<file path="src/hw/display_pkg.sv">
package display_pkg;

    // active-low segments, bit 6 is segment g
    typedef logic [6:0] seg_t;

    localparam seg_t seg_blank = 7'b111_1111;

    // decimal digits 0 to 9
    localparam seg_t seg_digits [10] = '{
        7'b100_0000,
        7'b111_1001,
        7'b010_0100,
        7'b011_0000,
        7'b001_1001,
        7'b001_0010,
        7'b000_0010,
        7'b111_1000,
        7'b000_0000,
        7'b001_1000
    };

    // positions on the 10-bit led bus
    localparam int led_p1_turn = 0;
    localparam int led_p2_turn = 1;
    localparam int led_compare = 4;
    localparam int led_game_p2 = 6;
    localparam int led_game_p1 = 7;
    localparam int led_round_p2 = 8;
    localparam int led_round_p1 = 9;

endpackage

</file>
<file path="src/hw/game_pkg.sv">
package game_pkg;

    // remaining points or a bid
    typedef logic [5:0] points_t;

    // one decimal digit
    typedef logic [3:0] digit_t;

    // rounds won by one player
    typedef logic [2:0] win_count_t;

    // hold interval counter
    typedef logic [27:0] hold_count_t;

    // round outcome
    typedef logic [1:0] result_t;

    localparam result_t result_p2 = 2'd0;
    localparam result_t result_p1 = 2'd1;
    localparam result_t result_tie = 2'd2;

    typedef enum logic [3:0] {
        s_idle,
        s_idle_release,
        s_first_bid,
        s_first_release,
        s_second_bid,
        s_second_release,
        s_compare,
        s_round_hold,
        s_game_over
    } game_state_t;

    localparam points_t start_points = 6'd49;
    localparam digit_t max_tens = 4'd4;
    localparam digit_t max_ones = 4'd9;
    localparam win_count_t wins_to_finish = 3'd5;

    // three seconds at 50 MHz
    localparam hold_count_t default_hold_cycles = 28'd150_000_000;

endpackage
</file>
<file path="src/hw/bidding_game_top.sv">
`timescale 1ns/1ps

module bidding_game_top
    import game_pkg::*;
    import display_pkg::*;
#(
    parameter hold_count_t hold_cycles = default_hold_cycles
) (
    input  logic       Clock,
    input  logic       resetn,
    input  logic       key_go,
    input  logic       key_ones,
    input  logic       key_tens,
    output logic [9:0] led,
    output seg_t       hex0,
    output seg_t       hex1,
    output seg_t       hex2,
    output seg_t       hex3
);

    logic go_press;
    logic go_release;
    logic entry_enable;
    logic load_bid;
    logic bid_player;
    logic compare;
    logic new_game;
    logic hold_run;
    logic hold_done;
    logic show_player;
    logic p1_game_won;
    logic p2_game_won;
    digit_t bid_ones;
    digit_t bid_tens;
    points_t bid_value;
    points_t p1_points;
    points_t p2_points;
    result_t round_result;

    bid_entry u_bid_entry (
        .Clock        (Clock),
        .resetn       (resetn),
        .key_go       (key_go),
        .key_ones     (key_ones),
        .key_tens     (key_tens),
        .entry_enable (entry_enable),
        .clear        (load_bid),
        .go_press     (go_press),
        .go_release   (go_release),
        .bid_ones     (bid_ones),
        .bid_tens     (bid_tens),
        .bid_value    (bid_value)
    );

    game_control u_game_control (
        .Clock        (Clock),
        .resetn       (resetn),
        .go_press     (go_press),
        .go_release   (go_release),
        .round_result (round_result),
        .p1_game_won  (p1_game_won),
        .p2_game_won  (p2_game_won),
        .hold_done    (hold_done),
        .entry_enable (entry_enable),
        .load_bid     (load_bid),
        .bid_player   (bid_player),
        .compare      (compare),
        .new_game     (new_game),
        .hold_run     (hold_run),
        .show_player  (show_player),
        .led          (led)
    );

    score_keeper u_score_keeper (
        .Clock        (Clock),
        .resetn       (resetn),
        .load_bid     (load_bid),
        .bid_player   (bid_player),
        .bid_value    (bid_value),
        .compare      (compare),
        .new_game     (new_game),
        .round_result (round_result),
        .p1_points    (p1_points),
        .p2_points    (p2_points),
        .p1_game_won  (p1_game_won),
        .p2_game_won  (p2_game_won)
    );

    hold_timer #(
        .hold_count_limit (hold_cycles)
    ) u_hold_timer (
        .Clock  (Clock),
        .resetn (resetn),
        .run    (hold_run),
        .done   (hold_done)
    );

    score_display u_score_display (
        .Clock        (Clock),
        .resetn       (resetn),
        .show_player  (show_player),
        .entry_enable (entry_enable),
        .bid_ones     (bid_ones),
        .bid_tens     (bid_tens),
        .p1_points    (p1_points),
        .p2_points    (p2_points),
        .hex0         (hex0),
        .hex1         (hex1),
        .hex2         (hex2),
        .hex3         (hex3)
    );

endmodule

</file>
<file path="src/hw/score_display.sv">
`timescale 1ns/1ps

module score_display
    import game_pkg::*;
    import display_pkg::*;
(
    input  logic    Clock,
    input  logic    resetn,
    input  logic    show_player,
    input  logic    entry_enable,
    input  digit_t  bid_ones,
    input  digit_t  bid_tens,
    input  points_t p1_points,
    input  points_t p2_points,
    output seg_t    hex0,
    output seg_t    hex1,
    output seg_t    hex2,
    output seg_t    hex3
);

    points_t shown_points;
    digit_t points_ones;
    digit_t points_tens;

    function automatic seg_t to_seg(input digit_t value);
        return (value <= 4'd9) ? seg_digits[value] : seg_blank;
    endfunction

    assign shown_points = show_player ? p2_points : p1_points;
    assign points_ones = digit_t'(shown_points % 6'd10);
    assign points_tens = digit_t'(shown_points / 6'd10);

    always_ff @(posedge Clock) begin
        if (!resetn) begin
            hex0 <= seg_blank;
            hex1 <= seg_blank;
            hex2 <= seg_blank;
            hex3 <= seg_blank;
        end else begin
            // entry digits only while a bid is being keyed
            hex0 <= entry_enable ? to_seg(bid_ones) : seg_blank;
            hex1 <= entry_enable ? to_seg(bid_tens) : seg_blank;
            hex2 <= to_seg(points_ones);
            hex3 <= to_seg(points_tens);
        end
    end

endmodule

</file>
<file path="src/hw/score_keeper.sv">
`timescale 1ns/1ps

module score_keeper
    import game_pkg::*;
(
    input  logic    Clock,
    input  logic    resetn,
    input  logic    load_bid,
    input  logic    bid_player,
    input  points_t bid_value,
    input  logic    compare,
    input  logic    new_game,
    output result_t round_result,
    output points_t p1_points,
    output points_t p2_points,
    output logic    p1_game_won,
    output logic    p2_game_won
);

    points_t p1_bid;
    points_t p2_bid;
    points_t own_points;
    points_t bid_cut;
    win_count_t p1_wins;
    win_count_t p2_wins;

    // a bid cannot spend more than the bidder has left
    assign own_points = bid_player ? p2_points : p1_points;
    assign bid_cut = (bid_value > own_points) ? own_points : bid_value;

    always_ff @(posedge Clock) begin
        if (load_bid) begin
            if (bid_player) begin
                p2_bid <= bid_cut;
            end else begin
                p1_bid <= bid_cut;
            end
        end
    end

    always_ff @(posedge Clock) begin
        if (!resetn || new_game) begin
            p1_points <= start_points;
            p2_points <= start_points;
            p1_wins <= '0;
            p2_wins <= '0;
            round_result <= result_p2;
        end else if (load_bid) begin
            if (bid_player) begin
                p2_points <= p2_points - bid_cut;
            end else begin
                p1_points <= p1_points - bid_cut;
            end
        end else if (compare) begin
            if (p1_bid > p2_bid) begin
                round_result <= result_p1;
                p1_wins <= p1_wins + 3'd1;
            end else if (p1_bid < p2_bid) begin
                round_result <= result_p2;
                p2_wins <= p2_wins + 3'd1;
            end else begin
                // tie scores a round for both
                round_result <= result_tie;
                p1_wins <= p1_wins + 3'd1;
                p2_wins <= p2_wins + 3'd1;
            end
        end
    end

    assign p1_game_won = (p1_wins == wins_to_finish);
    assign p2_game_won = (p2_wins == wins_to_finish);

    // the game ends before any count passes the limit
    win_limit_a: assert property (@(posedge Clock) disable iff (!resetn)
        (p1_wins <= wins_to_finish) && (p2_wins <= wins_to_finish));

endmodule

</file>
<file path="src/hw/game_control.sv">
`timescale 1ns/1ps

module game_control
    import game_pkg::*;
    import display_pkg::*;
(
    input  logic       Clock,
    input  logic       resetn,
    input  logic       go_press,
    input  logic       go_release,
    input  result_t    round_result,
    input  logic       p1_game_won,
    input  logic       p2_game_won,
    input  logic       hold_done,
    output logic       entry_enable,
    output logic       load_bid,
    output logic       bid_player,
    output logic       compare,
    output logic       new_game,
    output logic       hold_run,
    output logic       show_player,
    output logic [9:0] led
);

    game_state_t state;
    game_state_t next_state;
    // 0 while player one leads
    logic leader;
    logic second_turn;
    logic releasing;

    always_comb begin
        next_state = state;
        case (state)
            s_idle:           if (go_press) next_state = s_idle_release;
            s_idle_release:   if (go_release) next_state = s_first_bid;
            s_first_bid:      if (go_press) next_state = s_first_release;
            // leave once the bid has been loaded
            s_first_release:  if (load_bid) next_state = s_second_bid;
            s_second_bid:     if (go_press) next_state = s_second_release;
            s_second_release: if (load_bid) next_state = s_compare;
            s_compare:        next_state = s_round_hold;
            s_round_hold: begin
                if (hold_done) begin
                    next_state = (p1_game_won || p2_game_won) ? s_game_over : s_first_bid;
                end
            end
            s_game_over:      if (hold_done) next_state = s_idle;
            default:          next_state = s_idle;
        endcase
    end

    assign releasing = (state == s_first_release) || (state == s_second_release);

    always_ff @(posedge Clock) begin
        if (!resetn) begin
            state <= s_idle;
            load_bid <= 1'b0;
            leader <= 1'b0;
        end else begin
            state <= next_state;
            load_bid <= go_release && releasing;
            if (new_game) begin
                leader <= 1'b0;
            end else if (state == s_round_hold && hold_done) begin
                // ties and player two wins hand the lead to player two
                leader <= (round_result != result_p1);
            end
        end
    end

    assign second_turn = (state == s_second_bid) || (state == s_second_release);
    assign entry_enable = (state == s_first_bid) || (state == s_first_release) || second_turn;
    assign bid_player = leader ^ second_turn;
    assign show_player = bid_player;
    assign compare = (state == s_compare);
    assign hold_run = (state == s_round_hold) || (state == s_game_over);
    assign new_game = (state == s_game_over) && hold_done;

    always_comb begin
        led = '0;
        if (entry_enable) begin
            led[bid_player ? led_p2_turn : led_p1_turn] = 1'b1;
        end
        case (state)
            s_compare:    led[led_compare] = 1'b1;
            s_round_hold: led[(round_result == result_p1) ? led_round_p1 : led_round_p2] = 1'b1;
            s_game_over:  led[p1_game_won ? led_game_p1 : led_game_p2] = 1'b1;
            default:      ;
        endcase
    end

    // a bid is never loaded in the compare cycle
    load_compare_a: assert property (@(posedge Clock) disable iff (!resetn)
        !(load_bid && compare));

endmodule

</file>
<file path="src/hw/hold_timer.sv">
`timescale 1ns/1ps

module hold_timer #(
    parameter int unsigned hold_count_limit = 16
) (
    input  logic Clock,
    input  logic resetn,
    input  logic run,
    output logic done
);

    localparam int unsigned count_width = $clog2(hold_count_limit + 1);
    localparam logic [count_width-1:0] last_count = count_width'(hold_count_limit - 1);

    logic [count_width-1:0] count;

    // ends on the last cycle of the interval
    assign done = run && (count == last_count);

    always_ff @(posedge Clock) begin
        if (!resetn || !run || done) begin
            count <= '0;
        end else begin
            count <= count + 1'b1;
        end
    end

endmodule

</file>
<file path="src/hw/bid_entry.sv">
`timescale 1ns/1ps

module bid_entry
    import game_pkg::*;
(
    input  logic    Clock,
    input  logic    resetn,
    input  logic    key_go,
    input  logic    key_ones,
    input  logic    key_tens,
    input  logic    entry_enable,
    input  logic    clear,
    output logic    go_press,
    output logic    go_release,
    output digit_t  bid_ones,
    output digit_t  bid_tens,
    output points_t bid_value
);

    // bit 0 go, bit 1 ones, bit 2 tens
    logic [2:0] sync_a;
    logic [2:0] sync_b;
    logic [2:0] key_last;
    logic [2:0] fall;
    logic [2:0] rise;

    // keys idle high, so a press is a falling edge
    assign fall = key_last & ~sync_b;
    assign rise = ~key_last & sync_b;

    always_ff @(posedge Clock) begin
        if (!resetn) begin
            sync_a <= 3'b111;
            sync_b <= 3'b111;
            key_last <= 3'b111;
            go_press <= 1'b0;
            go_release <= 1'b0;
        end else begin
            sync_a <= {key_tens, key_ones, key_go};
            sync_b <= sync_a;
            key_last <= sync_b;
            go_press <= fall[0];
            go_release <= rise[0];
        end
    end

    always_ff @(posedge Clock) begin
        if (!resetn || clear) begin
            bid_ones <= '0;
            bid_tens <= '0;
        end else if (entry_enable) begin
            if (fall[1]) begin
                bid_ones <= (bid_ones == max_ones) ? '0 : bid_ones + 4'd1;
            end
            if (fall[2]) begin
                bid_tens <= (bid_tens == max_tens) ? '0 : bid_tens + 4'd1;
            end
        end
    end

    assign bid_value = points_t'(bid_tens) * 6'd10 + points_t'(bid_ones);

    // wrap keeps both digits inside their range
    digit_range_a: assert property (@(posedge Clock) disable iff (!resetn)
        (bid_ones <= max_ones) && (bid_tens <= max_tens));

endmodule

</file>
<file path="config.mk">
export PLATFORM = sky130hd
export DESIGN_NAME = bidding_game_top
export DESIGN_NICKNAME = d
export VERILOG_FILES = /design/src/hw/display_pkg.sv /design/src/hw/game_pkg.sv /design/src/hw/bidding_game_top.sv /design/src/hw/score_display.sv /design/src/hw/score_keeper.sv /design/src/hw/game_control.sv /design/src/hw/hold_timer.sv /design/src/hw/bid_entry.sv
export SDC_FILE = /design/constraint.sdc
export NUM_CORES = 1
export LEC_CHECK = 0
export BUFFER_PORTS_ARGS = -buffer_cell sky130_fd_sc_hd__buf_2
export CAP_MARGIN = 20
export CORE_ASPECT_RATIO = 2
export CORE_MARGIN = 4
export CORE_UTILIZATION = 40
export CTS_CLUSTER_DIAMETER = 30
export DETAILED_ROUTE_END_ITERATION = 8
export PLACE_DENSITY_LB_ADDON = 0.12
export SYNTH_ARGS = -nofsm -noshare
export SYNTH_HDL_FRONTEND = slang
export SYNTH_HIERARCHICAL = 1
export SYNTH_SLANG_ARGS = --single-unit
</file>
<file path="constraint.sdc">
create_clock -name Clock -period 8.6 [get_ports Clock]
set_input_delay 0.86 -clock Clock [delete_from_list [all_inputs] [get_ports Clock]]
set_output_delay 0.86 -clock Clock [all_outputs]
set_load 0.02 [all_outputs]
</file>
==> impl_metrics.tcl, run 1 <==
set metrics [dict create \
    antenna_cells 0 \
    worstSetupEndpointType "register" \
    post-route-util_pct 45.84 \
    clk_path_buf_depth 2 \
    place_area_um2 7119 \
    max_slew.worst_pin.slew_ps 806.0 \
    cts_resized 0 \
    syn_area_per_cell_um2 8.629 \
    vias 5847 \
    path_cells "nor3b_1 > xor2_2 > buf_4 > mux2_4 > inv_2 > ha_1 > nor2b_1 > nand2_1 > a2111oi_2 > o21ai_0 > a21boi_2 > xnor2_1 > inv_1 > ha_1 > or2_2 > maj3_1 > o221a_2 > o31ai_1" \
    setup_violations 0 \
    skew_ps 10.33 \
    final_cell_mix "dfxtp_1 (101), nor2_1 (70), nand2_1 (66)" \
    grt_overflow_total 0 \
    synth_compound_area_share_pct 17.33 \
    fin_nets 882 \
    ctsHoldBuffers 0 \
    clock.fmax_mhz 180.7 \
    hpwl_um 13320 \
    hold_class "register to register" \
    worst-path-buf-inv 3 \
    synth_fa_ha_area_share_pct 10.28 \
    drt_pass1_iterations 5 \
    final_common_cell "dfxtp_1" \
    dp.cells 1010 \
    power_density_nw_per_um2 157.5 \
    antenna_found_initial 0 \
    h-tree-depth 4 \
    ios 43 \
    place.gp.congestion 0.8831 \
    postSynth.asyncResetShare_pct 0 \
    port_buffers 39 \
    setup_tns_ps 0 \
    synth_area_um2 6852 \
    synth_edf_count 12 \
    synthCells 794 \
    outcome "complete, no violations" \
    drt-wirelength-per-cell_um 16.68 \
    grt_pass1_wl_um 28520 \
    die_area_um2 19410 \
    slew_headroom_pct 46.16 \
    cts_root_buffer "clkbuf_16" \
    nFillCells 1723 \
    timing.final.crit_period_ps 5534 \
    synth_mux_area_share_pct 3.287 \
    hold_viol_final 0 \
    ys_warn_count 6 \
    die_w_um 100.5 \
    placementRows 67 \
    crit_fanout 25 \
    drc_errors 0 \
    cts_made_buffers 17 \
    synth_top_family_by_area "simple AND/OR/NAND/NOR gates" \
    stdcell_area_um2 7685 \
    cp_common_cell "ha_1" \
    synthFlopType "dfxtp_1" \
    startpoint_type "register" \
    ys_seq_area_share_pct 34.77 \
    insertion_delay_ps 420 \
    final_cells 1043 \
    totalWireLength_um 17400 \
    core-area_um2 16770 \
    ant_nets 0 \
    cp.required_ps 8930 \
    grtUsageTotal_pct 18.70 \
    rsz0062_at_grt "false" \
    worstPathArrival_ps 5860 \
    grt_max_degree 29 \
    clk_pin_slew_ps 60 \
    final_layout_size_suffix_gt1_share_pct 14.23 \
    max_stage_delay_ps 610 \
    drv_cap 0 \
    yosysUniqueCellTypes 84 \
    crit_type "register to register" \
    leakagePower_nw 2.898 \
    cts.sinks 113 \
    area_growth_pct 12.16 \
    p_total_w 0.001210 \
    min_period_over_period_pct 64.35 \
    synth-xor-area-share_pct 4.218 \
    cts_tree "built" \
    ys_seq_elements 113 \
    ir_worst_vdd_uv 131.4 \
    die_y_um 193.1 \
    slowest_stage "dfxtp_1" \
    drtIter0Drc 158 \
    cts_setup_buffers 0 \
    slew_violations 0 \
    routed_via_density 5.606 \
    start_util_pct 40.87 \
    first_global_vias 5919 \
    synth-simple-area-share_pct 24.11 \
    critical-path-top-delay-family "compound AO/OA/AOI/OAI gates" \
]
==> cell usage after synthesis (7+ instances only) <==
cell,n,area (um^2)
nor2_1,70,262.8
a211oi_1,12,90.09
or4_1,8,60.06
ha_1,53,663.1
dfxtp_1,101,2022
buf_2,8,40.04
nor3_1,17,85.08
xnor2_1,26,227.7
inv_1,51,191.4
mux2i_1,9,90.09
clkbuf_1,11,41.29
xor2_1,7,61.31
and3_1,9,56.30
o21ai_0,45,225.2
nand2_1,66,247.7
nand2b_1,17,106.4
nand3_1,20,100.1
o31ai_1,8,60.06
o21ai_1,7,35.03
nand4_1,12,75.07
edfxtp_1,12,360.4
nor4_1,10,62.56
buf_4,8,60.06
and2_1,11,68.82
or3_1,17,106.4
o211ai_1,9,67.56
a21oi_1,49,245.2
nor2b_1,13,81.33
==> cell families (layout without fill, tap and decap cells) <==
kind of cell               Yosys count  in the layout
xor gates and xnor gates            33             33
DFF                                113            113
muxes                               19             19
other                                1              3
adders and majority gates           56             56
AOI/OAI and AO/OA                  182            182
and+or+nand+nor                    304            304
buffers and inverters               86            126
==> path summary, 6_finish.rpt <==
kind,start,to,slack (ps),depth (start not counted)
setup reg to reg,u_game_control/state[2],u_score_display/hex2[6],3070,18
setup / recovery,u_game_control/state[2],u_score_display/hex2[6],3070,18
hold / removal,u_bid_entry/sync_a[2],u_bid_entry/sync_b[2],410,1
hold reg to reg,u_bid_entry/sync_a[2],u_bid_entry/sync_b[2],410,1
==> area by class of cell <==
class	count	area [um^2]	share of cell area, %
clock buffer	17	425.4	5.536
clock inverter	15	125.1	1.628
inverter	53	198.9	2.589
multi-input combinational	597	4076	53.04
sequential	113	2382	31.00
tap	207	259.0	3.370
timing repair buffer	41	217.7	2.833
==> metal layers <==
layer | vias up | wire [um] | GRT usage (%)
li1 | 2875 | - | -
met1 | 2770 | 6057 | 16.78
met2 | 131 | 9733 | 36.15
met3 | 71 | 428 | 3.313
met4 | 0 | 1180 | 13.54
met5 | - | 0 | 0
==> registers in the layout (all words and copies together) (netlist names), 4 cells and up <==
register                  flops
u_game_control/state          4
u_score_keeper/p2_points      6
u_score_display/hex2          7
u_score_display/hex1          7
u_score_display/hex3          7
u_hold_timer/count           28
u_score_keeper/p1_bid         6
u_score_keeper/p1_points      6
u_bid_entry/bid_ones          4
u_score_keeper/p2_bid         6
u_bid_entry/bid_tens          4
u_score_display/hex0          7
==> where the power goes <==
group	internal [W]	switching, W	leakage, nW	total [W]
registers	0.000535	0.00000126	0.931	0.000537
clock network	0.000376	0.000281	0.271	0.000656
logic	0.00000477	0.0000122	1.70	0.0000170
total	0.000916	0.000294	2.90	0.00121
==> through the flow <==
stage | hold slack, ps | setup slack (ps)
CTS | 412.4 | 3053
global route | 432.6 | 2602
global placement | 392.7 | 3185
detailed placement | 398.7 | 3075
floorplan | 386.3 | 3944
finish | 409.8 | 3066
No activity file was read; power rests on OpenSTA's default activity.
==> run 2, diff against run 1 <==
==> constraint.sdc (replaced) <==
create_clock -name Clock -period 5.3 [get_ports Clock]
set_input_delay 0.53 -clock Clock [delete_from_list [all_inputs] [get_ports Clock]]
set_output_delay 0.53 -clock Clock [all_outputs]
set_load 0.02 [all_outputs]
==> impl_metrics.tcl, run 2 (synthesis gave the netlist of run 1 again) <==
set metrics [dict create \
    worstPathArrival_ps 5280 \
    drv_cap 0 \
    routed_via_density 5.586 \
    final-seq-area_um2 2384 \
    min_period_over_period_pct 94.99 \
    clk_path_buf_depth 2 \
    crit_fanout 12 \
    h-tree-depth 4 \
    rsz0062_at_grt "true" \
    skew_ps 12.26 \
    grt_max_degree 29 \
    start_util_pct 40.87 \
    clk_pin_slew_ps 50 \
    hold_class "input port to register" \
    final_cell_mix "dfxtp_1 (100), nor2_1 (70), nand2_1 (66)" \
    die_w_um 100.5 \
    hold_viol_final 0 \
    cp.required_ps 5540 \
    multiInputGateArea_um2 4094 \
    dp.cells 1022 \
    nFillCells 1679 \
    antenna_found_initial 0 \
    final_cells 1054 \
    largest_reg_flops 28 \
    drtIter0Drc 202 \
    area_growth_pct 13.46 \
    hpwl_um 13570 \
    leakagePower_nw 2.958 \
    die_area_um2 19410 \
    die_y_um 193.1 \
    grtUsageTotal_pct 18.85 \
    placementRows 67 \
    preCtsSetupSlack_ps -38.95 \
    place.gp.congestion 0.9030 \
    drt_pass1_iterations 5 \
    port_buffers 39 \
    ctsHoldBuffers 0 \
    drc_errors 0 \
    ios 43 \
    setup_ws_ps 265.4 \
    outcome "complete, no violations" \
    first_global_vias 6094 \
    drt-wirelength-per-cell_um 16.90 \
    grt_overflow_total 0 \
    cts_root_buffer "clkbuf_16" \
    slew_headroom_pct 27.93 \
    post-route-util_pct 46.37 \
    totalWireLength_um 17810 \
    timing.final.crit_period_ps 5035 \
    cts_tree "built" \
    final_common_cell "dfxtp_1" \
    core-area_um2 16770 \
    ir_worst_vdd_uv 215.3 \
    slew_violations 0 \
    cts_made_buffers 17 \
    setup_violations 0 \
    cts.sinks 113 \
    insertion_delay_ps 420 \
    startpoint_type "register" \
    grt_pass1_wl_um 28920 \
    vias 5888 \
    final_layout_size_suffix_gt1_share_pct 15.58 \
    max_slew.worst_pin.slew_ps 1080 \
    ant_nets 0 \
    fin_nets 893 \
    power_density_nw_per_um2 250.6 \
    crit_type "register to register" \
    regMostFlops "u_hold_timer/count" \
    clock.fmax_mhz 198.6 \
    setup_tns_ps 0 \
    worstSetupEndpointType "register" \
    antenna_cells 0 \
]
run 2: worst paths after layout:
path                            slack [ps]  depth (start not counted)                     from                           to
worst max-delay path                   270                         20  u_bid_entry/bid_tens[0]  u_score_keeper/p1_points[5]
worst min-delay path                   290                          2                   key_go        u_bid_entry/sync_a[0]
worst max register to register         270                         20  u_bid_entry/bid_tens[0]  u_score_keeper/p1_points[5]
worst min register to register         410                          1    u_bid_entry/sync_a[0]        u_bid_entry/sync_b[0]
run 2: layer usage:
| layer | vias up | share of wire (%) | GRT usage (%) | routed length [um] |
|---|---|---|---|---|
| met4 | 0 | 4.9 | 10.43 | 873 |
| li1 | 2901 | - | - | - |
| met1 | 2794 | 34 | 16.58 | 6106 |
| met2 | 141 | 58 | 38.01 | 10300 |
| met3 | 52 | 2.9 | 3.889 | 525 |
| met5 | - | 0 | 0 | 0 |
run 2: through the flow:
stage | hold WS [ps] | total power [W] | area, um^2
2_1_floorplan | 386.3 | 0.0009083 | 6859
3_3_place_gp | 388.6 | 0.0009169 | 7209
3_5_place_dp | 400.3 | 0.0009171 | 7209
4_1_cts | 285.3 | 0.001969 | 7759
5_1_grt | 292.0 | 0.002009 | 7774
6_report | 294.7 | 0.001948 | 7774
run 2: critical path: stages, from the launching register on:
cell,delay (ps)
dfxtp_2,460
ha_1,300
ha_1,310
nor2b_1,140
o21ai_0,180
xnor2_1,130
ha_1,330
nand4_1,150
or2_4,330
nand2_1,160
nor2_1,80
a21oi_2,250
ha_2,300
nand2_1,60
a311oi_1,280
a311o_1,180
o211ai_2,130
maj3_2,360
a311o_1,360
nor4_1,240
o21ai_1,130
run 2: report_power, final:
part	internal [W]	switching (W)	leakage, nW
registers	0.000870	0.00000206	0.931
logic	0.00000775	0.0000191	1.75
clock network	0.000648	0.000402	0.273
total	0.00153	0.000423	2.96
run 2: final cells by class:
class / count / area share, %
clock buffers: 24 / 6.342
well taps: 207 / 3.332
multi-input cells: 597 / 52.66
repair buffers: 52 / 3.766
clock inverters: 8 / 0.6760
inverters: 53 / 2.559
flip-flops and latches: 113 / 30.66
run 2: repair_timing:
item	4_1_cts	5_1_grt
setup buffers	0	0
endpoints found under the setup margin	1	11
gates resized for setup	1	5
==> run 3, diff against run 2 <==
--- a/config.mk
+++ b/config.mk
@@ -5,6 +5,7 @@
 export SDC_FILE = /design/constraint.sdc
 export NUM_CORES = 1
 export LEC_CHECK = 0
+export ABC_AREA = 1
 export BUFFER_PORTS_ARGS = -buffer_cell sky130_fd_sc_hd__buf_2
 export CAP_MARGIN = 20
 export CORE_ASPECT_RATIO = 2
==> impl_metrics.tcl, run 3 <==
set metrics [dict create \
    outcome "complete, no violations" \
    worstSetupEndpointType "register" \
    die_area_um2 19930 \
    cts_resized 0 \
    synth_top_family_by_area "simple AND/OR/NAND/NOR gates" \
    die_y_um 195.7 \
    core-area_um2 17270 \
    timing.final.crit_period_ps 4113 \
    final_cell_mix "nand2_1 (262), inv_1 (150), nor2_1 (109)" \
    postSynth.asyncResetShare_pct 0 \
    startpoint_type "register" \
    post-route-util_pct 46.36 \
    hold_class "input port to register" \
    syn_area_per_cell_um2 7.123 \
    synth-xor-area-share_pct 2.487 \
    fin_nets 1097 \
    fin_hold_ws_ps 306.9 \
    synth_mux_area_share_pct 0.2842 \
    place.gp.congestion 0.8851 \
    grt_max_degree 28 \
    cts_setup_buffers 0 \
    setup_violations 0 \
    first_global_vias 6018 \
    hpwl_um 13300 \
    h-tree-depth 4 \
    largest_reg_flops 28 \
    final_layout_size_suffix_gt1_share_pct 14.56 \
    ys_top_cells_by_count "nand2_1 (262), inv_1 (150), nor2_1 (109)" \
    ys_warn_count 6 \
    grt_util_met3_pct 2.918 \
    area_growth_pct 13.68 \
    start_util_pct 40.79 \
    ff2ff_path_depth 21 \
    cts_tree "built" \
    synth_top_area_share_pct 28.70 \
    ys_seq_area_share_pct 33.82 \
    ctsHoldBuffers 0 \
    drt_pass1_iterations 4 \
    slew_headroom_pct 47.01 \
    synth_compound_area_share_pct 8.348 \
    synth_most_common_cell "nand2_1" \
    clk_path_buf_depth 2 \
    cts_root_buffer "clkbuf_16" \
    drc_errors 0 \
    drt-wirelength-per-cell_um 13.17 \
    synth.largest_area_cell "dfxtp_1" \
    grt_pass1_wl_um 27650 \
    max_stage_delay_ps 430 \
    rsz0062_at_grt "false" \
    regMostFlops "u_hold_timer/count" \
    hold_depth 2 \
    synth_edf_count 12 \
    leakagePower_nw 3.621 \
    vias 6002 \
    min_period_over_period_pct 77.60 \
    clk_pin_slew_ps 60 \
    cts.sinks 113 \
    nFillCells 1786 \
    setup_tns_ps 0 \
    ir_worst_vdd_uv 378.9 \
    die_w_um 101.8 \
    hold_viol_final 0 \
    grt_use_met2_pct 35.50 \
    grtUsageTotal_pct 17.81 \
    busiest_layer "met2" \
    ys_seq_elements 113 \
    ios 43 \
    crit_type "register to register" \
    antenna_found_initial 0 \
    cp.required_ps 5610 \
    skew_ps 10.65 \
    synth-simple-area-share_pct 34.92 \
    totalWireLength_um 16600 \
    drv_cap 0 \
    yosys-top-cells-area "dfxtp_1 (29%), nand2_1 (14%), ha_1 (9.4%)" \
    slew_violations 0 \
    routed_via_density 4.760 \
    grt_overflow_total 0 \
    path_cells "inv_2 > nor2_2 > nand2_1 > xor2_1 > inv_2 > mux2i_1 > ha_1 > a21oi_1 > nand3_4 > nand2_2 > nor2_1 > a21oi_1 > ha_1 > inv_1 > ha_1 > inv_1 > nand2_1 > nand3_1 > nand3_1 > nand3_1 > nand2_1" \
    synth_fa_ha_area_share_pct 9.698 \
    insertion_delay_ps 410 \
    cts_made_buffers 17 \
    cp.depth 21 \
    max_slew.worst_pin.slew_ps 786.6 \
    clock.fmax_mhz 243.1 \
    yosysUniqueCellTypes 48 \
    power_density_nw_per_um2 425.5 \
    slowest_stage "mux2i_1" \
    final_common_cell "nand2_1" \
    grt_util_met1_pct 15.95 \
    crit_fanout 23 \
    stdcell_area_um2 8008 \
    worst-path-buf-inv 4 \
    synthFlopType "dfxtp_1" \
    rrSetupSlack_ps 1190 \
    placementRows 68 \
    worstPathArrival_ps 4420 \
    port_buffers 39 \
    drtIter0Drc 235 \
    place_area_um2 7416 \
    critical-path-top-delay-family "simple AND/OR/NAND/NOR gates" \
    synth_area_um2 7044 \
    ant_nets 0 \
    antenna_cells 0 \
    synthCells 989 \
]
## run 3: cell count changes in the layout (fill, tap and decap cells not counted), sizes merged, moves of 11 or more
cell | before | now
a211oi | 12 | 1
nand2b | 17 | 0
xnor2 | 26 | 6
or3 | 19 | 0
nor2b | 13 | 0
nor3 | 19 | 1
nand4 | 13 | 2
buf | 52 | 41
nand2 | 67 | 296
and3 | 11 | 0
nor2 | 71 | 123
a21oi | 52 | 39
inv | 54 | 165
nand3 | 20 | 80
## run 3: kinds of logic after synthesis
logic type	after synthesis
other	1
and+or+nand+nor	523
AOI/OAI and AO/OA	99
xor gates and xnor gates	20
muxes	2
DFF	113
adders and majority gates	54
buffers and inverters	177
## run 3: where the power goes
group          total [W]  leakage [nW]  switching, W  internal, W
sequential      0.000985         0.933     0.0000369     0.000948
combinational    0.00128          2.40      0.000869     0.000408
clock            0.00115         0.285      0.000412     0.000734
## run 3: final timing paths
| check | start | end |
|---|---|---|
| setup reg to reg | u_game_control/state[2] | u_score_keeper/p1_points[4] |
| setup / recovery | u_game_control/state[2] | u_score_keeper/p1_points[4] |
| hold / removal | key_go | u_bid_entry/sync_a[0] |
| hold reg to reg | u_bid_entry/sync_a[0] | u_bid_entry/sync_b[0] |
## run 3: metrics by stage
step                      total power [W]  cells  setup slack, ps
after detailed placement         0.002290   1229             1219
final                            0.003407   1261             1187
after CTS                        0.003458   1261             1193
after global placement           0.002297   1229             1333
after global routing             0.003657   1261            740.3
after floorplan                  0.002027    991             1687
## run 3: cell type report
class                   instances  area, um^2  area share [%]
repair buffers                 41       210.2           2.625
clock inverters                15       166.4           2.078
multi-input cells             701        3938           49.17
clock buffers                  17       425.4           5.313
inverters                     164       623.1           7.781
well taps                     210       262.8           3.281
flip-flops and latches        113        2382           29.75
## run 3: layer usage
| metal | vias to the layer above | wire length, um |
|---|---|---|
| met5 | - | 0 |
| li1 | 3181 | - |
| met2 | 82 | 9702 |
| met4 | 0 | 687 |
| met1 | 2708 | 5881 |
| met3 | 31 | 332 |
